===== src/dcache_pkg.sv =====
package dcache_pkg;

  // address layout: tag | index | offset
  localparam int ADDR_W     = 32;
  localparam int XLEN       = 64;   // cpu data word
  localparam int OFFSET_W   = 6;    // 64-byte line

  // offset splits into word select and byte select
  localparam int WORD_SEL_W = 3;
  localparam int BYTE_SEL_W = 3;

  localparam int LINE_WORDS = 8;    // also beats per burst
  localparam int MASK_W     = 8;    // one enable per byte of a word

  // one cpu load/store request
  typedef struct packed {
    logic [ADDR_W-1:0] addr;
    logic [XLEN-1:0]   wdata;
    logic [MASK_W-1:0] mask;   // byte enables, writes only
    logic              write;  // 1 = store, 0 = load
  } cpu_req_t;

endpackage

===== src/dcache_ctrl.sv =====
`timescale 1ns/1ps

module dcache_ctrl import dcache_pkg::*; #(
  parameter  int INDEX_W = 6,
  localparam int TAG_W   = ADDR_W - INDEX_W - OFFSET_W
) (
  input  logic                  clk,
  input  logic                  rst,
  // cpu side
  input  logic                  cpu_valid_i,
  input  cpu_req_t              cpu_req_i,
  output logic                  cpu_ready_o,
  // fence.i
  input  logic                  fencei_valid_i,
  output logic                  fencei_ready_o,
  // memory read channel
  output logic [ADDR_W-1:0]     mem_rd_addr_o,
  output logic                  mem_rd_valid_o,
  input  logic                  mem_rd_ready_i,
  input  logic [XLEN-1:0]       mem_rd_data_i,
  // memory write channel
  output logic [ADDR_W-1:0]     mem_wr_addr_o,
  output logic                  mem_wr_valid_o,
  output logic [XLEN-1:0]       mem_wr_data_o,
  input  logic                  mem_wr_ready_i,
  // tag array
  output logic [INDEX_W-1:0]    tag_index_o,
  output logic [TAG_W-1:0]      tag_wdata_o,
  output logic                  tag_fill_o,
  output logic                  tag_set_dirty_o,
  output logic                  tag_flush_o,
  input  logic                  tag_hit_i,
  input  logic                  tag_dirty_i,
  input  logic [TAG_W-1:0]      tag_rdata_i,
  // data array
  output logic [INDEX_W-1:0]    data_index_o,
  output logic [WORD_SEL_W-1:0] data_word_o,
  output logic [XLEN-1:0]       data_wdata_o,
  output logic [MASK_W-1:0]     data_wmask_o,
  output logic                  data_we_o,
  input  logic [XLEN-1:0]       data_rdata_i
);

  typedef enum logic [2:0] {
    ST_RST,
    ST_IDLE,
    ST_WB,          // victim write-back before refill
    ST_REFILL,
    ST_FENCE_STEP,
    ST_FENCE_WB
  } state_t;

  state_t                state_q;
  logic [WORD_SEL_W-1:0] beat_q;
  logic [INDEX_W:0]      fence_idx_q;   // msb set once all lines visited
  logic                  cpu_ready_q;
  logic                  fencei_ready_q;
  logic                  rd_valid_q;
  logic                  wr_valid_q;
  logic [ADDR_W-1:0]     rd_addr_q;
  logic [ADDR_W-1:0]     wr_addr_q;

  logic [TAG_W-1:0]      req_tag;
  logic [INDEX_W-1:0]    req_index;
  logic [WORD_SEL_W-1:0] req_word;
  logic [INDEX_W-1:0]    line_index;
  logic                  lookup;
  logic                  fence_go;
  logic                  write_hit;
  logic                  rd_beat;
  logic                  wr_beat;
  logic                  last_beat;
  logic                  refill_we;
  logic                  fence_end;
  logic                  in_fence;
  logic                  in_burst;

  assign req_tag   = cpu_req_i.addr[ADDR_W-1 -: TAG_W];
  assign req_index = cpu_req_i.addr[OFFSET_W +: INDEX_W];
  assign req_word  = cpu_req_i.addr[BYTE_SEL_W +: WORD_SEL_W];

  // no lookup in our own ready cycle
  assign lookup    = (state_q == ST_IDLE) && cpu_valid_i && !cpu_ready_q;
  assign fence_go  = (state_q == ST_IDLE) && !cpu_valid_i && fencei_valid_i && !fencei_ready_q;
  assign write_hit = lookup && tag_hit_i && cpu_req_i.write;

  assign rd_beat   = rd_valid_q && mem_rd_ready_i;
  assign wr_beat   = wr_valid_q && mem_wr_ready_i;
  assign last_beat = (beat_q == WORD_SEL_W'(LINE_WORDS - 1));
  assign refill_we = (state_q == ST_REFILL) && rd_beat;
  assign fence_end = (state_q == ST_FENCE_STEP) && fence_idx_q[INDEX_W];

  assign in_fence  = state_q inside {ST_FENCE_STEP, ST_FENCE_WB};
  assign in_burst  = state_q inside {ST_WB, ST_REFILL, ST_FENCE_WB};

  assign line_index = in_fence ? fence_idx_q[INDEX_W-1:0] : req_index;

  always_ff @(posedge clk) begin
    if (rst) begin
      state_q        <= ST_RST;
      beat_q         <= '0;
      fence_idx_q    <= '0;
      cpu_ready_q    <= 1'b0;
      fencei_ready_q <= 1'b0;
      rd_valid_q     <= 1'b0;
      wr_valid_q     <= 1'b0;
    end else begin
      cpu_ready_q    <= 1'b0;  // both readies are single-cycle pulses
      fencei_ready_q <= 1'b0;
      case (state_q)
        ST_RST: begin
          state_q <= ST_IDLE;
        end
        ST_IDLE: begin
          beat_q <= '0;
          if (lookup) begin
            if (tag_hit_i) begin
              cpu_ready_q <= 1'b1;
            end else if (tag_dirty_i) begin
              wr_valid_q <= 1'b1;
              state_q    <= ST_WB;
            end else begin
              rd_valid_q <= 1'b1;
              state_q    <= ST_REFILL;
            end
          end else if (fence_go) begin
            fence_idx_q <= '0;
            state_q     <= ST_FENCE_STEP;
          end
        end
        ST_WB: begin
          if (wr_beat) begin
            beat_q <= beat_q + 1'b1;  // wraps to 0 for the refill
            if (last_beat) begin
              wr_valid_q <= 1'b0;
              rd_valid_q <= 1'b1;
              state_q    <= ST_REFILL;
            end
          end
        end
        ST_REFILL: begin
          if (rd_beat) begin
            beat_q <= beat_q + 1'b1;
            if (last_beat) begin
              rd_valid_q <= 1'b0;
              state_q    <= ST_IDLE;  // lookup again, now a hit
            end
          end
        end
        ST_FENCE_STEP: begin
          if (fence_end) begin
            fencei_ready_q <= 1'b1;
            state_q        <= ST_IDLE;
          end else if (tag_dirty_i) begin
            wr_valid_q <= 1'b1;
            beat_q     <= '0;
            state_q    <= ST_FENCE_WB;
          end else begin
            fence_idx_q <= fence_idx_q + 1'b1;
          end
        end
        ST_FENCE_WB: begin
          if (wr_beat) begin
            beat_q <= beat_q + 1'b1;
            if (last_beat) begin
              wr_valid_q  <= 1'b0;
              fence_idx_q <= fence_idx_q + 1'b1;
              state_q     <= ST_FENCE_STEP;
            end
          end
        end
        default: begin
          state_q <= ST_IDLE;
        end
      endcase
    end
  end

  // burst addresses, line aligned
  always_ff @(posedge clk) begin
    if (lookup && !tag_hit_i) begin
      rd_addr_q <= {req_tag, req_index, {OFFSET_W{1'b0}}};
      wr_addr_q <= {tag_rdata_i, req_index, {OFFSET_W{1'b0}}};  // victim line
    end else if ((state_q == ST_FENCE_STEP) && !fence_end && tag_dirty_i) begin
      wr_addr_q <= {tag_rdata_i, fence_idx_q[INDEX_W-1:0], {OFFSET_W{1'b0}}};
    end
  end

  assign cpu_ready_o    = cpu_ready_q;
  assign fencei_ready_o = fencei_ready_q;
  assign mem_rd_addr_o  = rd_addr_q;
  assign mem_rd_valid_o = rd_valid_q;
  assign mem_wr_addr_o  = wr_addr_q;
  assign mem_wr_valid_o = wr_valid_q;
  assign mem_wr_data_o  = data_rdata_i;  // word selected by beat_q

  assign tag_index_o     = line_index;
  assign tag_wdata_o     = req_tag;
  assign tag_fill_o      = refill_we && last_beat;
  assign tag_set_dirty_o = write_hit;
  assign tag_flush_o     = fence_end;

  assign data_index_o = line_index;
  assign data_word_o  = in_burst ? beat_q : req_word;
  assign data_wdata_o = refill_we ? mem_rd_data_i : cpu_req_i.wdata;
  assign data_wmask_o = refill_we ? {MASK_W{1'b1}} : cpu_req_i.mask;
  assign data_we_o    = write_hit || refill_we;

  a_rd_wr_excl: assert property (@(posedge clk) disable iff (rst)
    !(mem_rd_valid_o && mem_wr_valid_o));

  // data comes from the array, so the held cpu request must keep the index steady
  a_wr_stable: assert property (@(posedge clk) disable iff (rst)
    mem_wr_valid_o && !mem_wr_ready_i |=>
      mem_wr_valid_o && $stable(mem_wr_addr_o) && $stable(mem_wr_data_o));

  a_ready_pulse: assert property (@(posedge clk) disable iff (rst)
    cpu_ready_o |=> !cpu_ready_o);

endmodule


===== config.mk =====
export PLATFORM = sky130hd
export DESIGN_NAME = dcache_ctrl
export DESIGN_NICKNAME = d
export VERILOG_FILES = /design/src/dcache_pkg.sv /design/src/dcache_ctrl.sv
export SDC_FILE = /design/constraint.sdc
export NUM_CORES = 1
export LEC_CHECK = 0
export ABC_AREA = 1
export BUFFER_PORTS_ARGS = -buffer_cell sky130_fd_sc_hd__buf_2
export CORE_AREA = 2 2 194 196
export CTS_CLUSTER_SIZE = 40
export DETAILED_ROUTE_END_ITERATION = 8
export DIE_AREA = 0 0 196 198
export GPL_TIMING_DRIVEN = 0
export PLACE_DENSITY_LB_ADDON = 0.3
export SYNTH_ARGS = -nofsm -noshare
export SYNTH_HDL_FRONTEND = slang
export SYNTH_SLANG_ARGS = --single-unit

===== constraint.sdc =====
create_clock -name clk -period 3.4 [get_ports clk]
set_input_delay 0.17 -clock clk [delete_from_list [all_inputs] [get_ports clk]]
set_output_delay 0.17 -clock clk [all_outputs]
set_load 0.02 [all_outputs]

; After elaboration in Yosys (flattened, before gate mapping)
; Cells that the tools add are included.
[totals]
out_inout_bits = 243
mem_bits_rw = 0
latchBits = 0
elab_cells = 122
mem_count = 0
rom_bits = 0
regBits = 69
[op_classes]
shifts = 0
order_cmp = 0
mul = 0
reduce_logical = 36
div_mod_pow = 0
mux = 47
eq_ne = 25
n_bitwise = 3
add_sub_neg = 2
[ops]
columns = operator, count
row1 = $mux W32, 2
row2 = $mux W64, 1
row3 = $mux W3, 16
row4 = $mux W7, 6
row5 = $ne A2 B2 Y1 const B, 14
row6 = $pmux W7 S3, 1
row7 = $logic_and A1 B1 Y1, 15
row8 = $mux W1, 15
row9 = $pmux W3 S5, 1
row10 = $pmux W3 S4, 1
row11 = $reduce_bool A3 Y1, 4
row12 = $eq A3 B3 Y1 const B, 3
row13 = $ne A3 B3 Y1 const B, 3
row14 = $reduce_and A9 Y1, 1
row15 = $mux W8, 1
row16 = $reduce_and A8 Y1, 1
row17 = $add A7 B1 Y7 const B, 1
row18 = $reduce_and A7 Y1, 1
row19 = $eq A3 B2 Y1 const B, 2
row20 = $mux W6, 1
row21 = $pmux W1 S3, 2
row22 = $reduce_and A6 Y1, 1
row23 = $logic_not A1 Y1, 5
row24 = $reduce_and A5 Y1, 1
row25 = 9 further kinds, 14

; Logic depth before layout (Yosys ltp)
[logic_depth]
depth_word = 7
ltp_mapped = 10

; Worst setup path before layout
; No wires, ideal clock.
[synth_path]
path_kind = register to register
start = register state_q[0]
end = register wr_addr_q[10], in the netlist mem_wr_addr_o[10], enable pin
arrival_time_ps = 2662
setup_time_ps = 449
setup_slack_ps = 289
synth_period_minus_slack_ps = 3111
stages_incl_launch_ff = 5
path_cell_list = dfxtp_1 buf_2 nor2_1 nand2_1 o31ai_1
[synth_via]
elab_chain_len = 6
word_cells_on_any_way = 10
cone_classes = 2 x eq/ne / 8 x reduce/logical
[synth_rtl]
columns = item, line_no
row1 = "start, declared", dcache_ctrl.sv:53  ; state_t state_q;
row2 = "start signal, assigned", dcache_ctrl.sv:100  ; state_q <= ST_RST;
row3 = "start signal, assigned", dcache_ctrl.sv:112  ; state_q <= ST_IDLE;
row4 = "start signal, assigned", dcache_ctrl.sv:121  ; state_q <= ST_WB;
row5 = $eq A3 B3 Y1, "dcache_ctrl.sv:91, dcache_ctrl.sv:184"
row6 = $logic_and A1 B1 Y1, dcache_ctrl.sv:91  ; assign fence_end = (state_q == ST_FENCE_STEP) && fence_idx_q[INDEX_W];
row7 = $logic_not A1 Y1, dcache_ctrl.sv:184  ; end else if ((state_q == ST_FENCE_STEP) && !fence_end && tag_dirty_i) begin
row8 = $logic_and A1 B1 Y1 (2 in a row), dcache_ctrl.sv:184
row9 = $reduce_bool A2 Y1 (no line) *, --
row10 = "end signal, assigned", dcache_ctrl.sv:183  ; wr_addr_q <= {tag_rdata_i, req_index, {OFFSET_W{1'b0}}};
row11 = "end signal, assigned", dcache_ctrl.sv:185  ; wr_addr_q <= {tag_rdata_i, fence_idx_q[INDEX_W-1:0], {OFFSET_W{1'b0}}};
row12 = "end, declared", dcache_ctrl.sv:61  ; logic [ADDR_W-1:0] wr_addr_q;
; Mark *: on every way between the ends. The rest lies on a longest branch, timed or not.
; A chain may end at the register's enable or synchronous reset.

; Final worst setup path
[layout_path]
start = register state_q[0]
end = register wr_addr_q[18], in the netlist mem_wr_addr_o[18], enable pin
; The elaborated chain is that of the path after synthesis.

==> results by group <==
Synthesis
  • Synthesized area: around 0.0047 mm²
  • Yosys cell types: 30
  • Syn_area_per_cell: 9.72 µm²
  • Flops & latches, synth: 69
  • Cell accounting for the most synthesized area: edfxtp_1
  • Synth Instances: 479
  • Sequential share of the synthesized area: 0.408
  • Most area-consuming cells after synthesis: edfxtp_1, buf_4, mux2_4
  • Number of synthesis warnings: 0
  • Top-area cell type share of the netlist area: 0.335

Timing
  • Worst relative slew slack: 0.395
  • Period utilization: 0.797
  • Final setup viols: 0
  • Setup Skew: 0.00579 ns
  • Hold Vio Cnt, Final: 0
  • Min Tclk post-route: 2.71 ns
  • Max-slew violations: 0
  • Worst slew pin tran: 0.905 ns
  • RSZ-0062 raised after global routing: false
  • Max Clock Freq: 0.369 GHz
  • Setup TNS Final: 0 ns

Final layout
  • Most frequent cells in the layout: buf_2, buf_4, nand2_1, edfxtp_1
  • Final nets: 1205
  • Finished Cell Area: slightly below 0.008 mm²
  • Layout Utilization: 0.214
  • Multi-input gate area: about 0.0018 mm²
  • Most common cell after layout, fill and taps aside: buf_2
  • Layout cells sized above 1: 0.665
  • Seq. cell area: 0.00190 mm²
  • Layout area overhead: 69.7%
  • Diode count: 0
  • Fill cells: 4074

Worst setup path
  • CP Data Required Time: 3.43 ns
  • Crit Path Max Fanout: 29
  • CP endpoint kind: flop
  • Buf/Inv on CP: 5
  • Crit start category: flop
  • WS Path Type: reg -> reg
  • WP data arrival: approximately 2.7 ns
  • Top Family by Delay on Critical Path: simple AND/OR/NAND/NOR gates
  • Worst-path cell chain: buf_2, nand3_1, nor2_2, inv_1, nor2_4, inv_1, buf_2, o31ai_4, buf_8
  • CP max stage cell: nor2_4
  • Max stage delay on crit path: 0.69 ns

Floorplanning
  • Die Area: roughly 0.039 mm²
  • Die H: 198 µm
  • Row count: between 70 and 80
  • IO Count: 504
  • Starting Density: 0.126
  • Die W: approximately 200 µm
  • Core area: 0.0370 mm²

Power and ir drop
  • LEAKAGE: between 4 and 5 nW
  • Combinational power share: 0.418
  • Net Sw Frac: 0.384
  • Int Pwr: roughly 2.2 mW
  • Max VDD drop: 0.227 mV
  • PwrDens: 450 mW/mm²
  • Psw: 1.37 mW
  • Seq pwr share: 0.312
  • Pwr Total: roughly 3.6 mW
  • Clk pwr share: 0.269

Global route
  • First-pass GRT wire length: 25600 µm
  • Initial antenna violation count: 2
  • GRT Util Overall: 0.0889
  • Maximum number of pins on one net before global-route repair: 30
  • Number of global-route vias before repair: 4264
  • Gr ovfl total: 0

Clocking
  • CTS root buffer: clkbuf_16
  • Post-CTS Resized: 0
  • CTS tree: built
  • Clk buf depth: 2
  • Skew-Pair Late Insertion Delay: 0.33 ns
  • CTS Sinks: between 60 and 70
  • CTS clk-pin slew, worst paths: 0.06 ns
  • Cts bufs inserted: 9
  • Number of H-tree levels: 3

Placement
  • HPWL Detailed: 16400 µm
  • Routability congestion estimate: 0.846
  • Port bufs: 423
  • Cell Area, Placed: 0.00744 mm²

Detailed routing
  • DRC Markers: 0
  • Avg WL per Cell: 13.5 µm
  • Initial DRC Count: 205
  • Post-route ant nets: 0
  • Vias after detailed routing: 4832
  • Final WL: 19200 µm
  • Number of detailed-routing iterations run before antenna repair: 4
  • DR vias/cell: 3.40

Run status
  • Status: completed

Run
  • Max_cap viols: 0

Worst hold path
  • Hold WC Path Type: in -> reg
## per-layer routing
layer / wire, µm / up-vias / track usage
li1: - / 2394 / -
met1: 8320 / 2174 / 0.116
met2: 9150 / 242 / 0.142
met3: 1270 / 18 / 0.0210
met4: 392 / 4 / 0.0325
met5: 24 / - / 0
## flip-flops by register name, indices dropped and copies added, names as in the netlist
register        count
mem_rd_addr_o      26
mem_rd_valid_o      1
cpu_ready_o         1
beat_q              3
fence_idx_q         7
mem_wr_addr_o      26
fencei_ready_o      1
mem_wr_valid_o      1
state_q             3
## cells in the mapped netlist, drive strengths merged
cell type and n:
clkbuf 2, mux2 64, clkinv 2, dfxtp 17, a31oi 1, nand4 4
a21oi 11, inv 40, buf 114, nand3 19, conb 1, o31ai 1
xor2 2, nor2 41, or2 1, edfxtp 52, o21a 1, o21ai 23
nand2 79, ha 3, xnor2 1
## power by group through the flow
| stage | sequential, mW | clock [mW] | combinational [mW] |
|---|---|---|---|
| 6_report | 1.11 | 0.957 | 1.49 |
| 5_1_grt | 1.12 | 1.04 | 1.62 |
| 4_1_cts | 1.11 | 1.00 | 1.51 |
| 3_5_place_dp | 1.13 | 0 | 1.49 |
| 3_3_place_gp | 1.14 | 0 | 1.47 |
| 2_1_floorplan | 1.23 | 0 | 0.845 |
## cell families after synthesis
group,after synthesis,synth area share
buf+inv,158,0.222
simple gates,144,0.129
flops,69,0.408
mux,64,0.185
compound gates,37,0.0411
fa+ha+maj,3,0.00806
xor+xnor,3,0.00564
other cells,1,0.000805
## final timing paths
| path | start | end | slack, ns | cells past startpoint |
|---|---|---|---|---|
| setup / recovery | state_q[0] | mem_wr_addr_o[18] | 0.69 | 9 |
| hold / removal | tag_rdata_i[16] | mem_wr_addr_o[28] | 0.02 | 1 |
| setup reg to reg | state_q[0] | mem_wr_addr_o[18] | 0.69 | 9 |
| hold reg to reg | mem_rd_valid_o | mem_rd_valid_o | 0.48 | 2 |
## layout make-up
type	instances	area share
flip-flops and latches	69	0.241
clock buffers	9	0.0285
well taps	474	0.0751
inverters	42	0.0201
repair buffers	440	0.290
multi-input cells	263	0.225
plain buffers	116	0.111
clock inverters	7	0.00950
## what timing repair did
item / in CTS / in global routing
setup buffers: 0 / 0
hold endpoints to repair: 16 / 0
hold buffers: 16 / 0
## metrics by stage
stage               worst slack (ns)  hold WS (ns)  std cells
floorplan                      0.289         0.269        490
global placement               -1.04         0.348       1387
detailed placement             0.586         0.348       1388
CTS                            0.567      0.000347       1420
global route                   0.411       0.00284       1420
finish                         0.692        0.0170       1420
No activity file was read; power rests on OpenSTA's default activity.
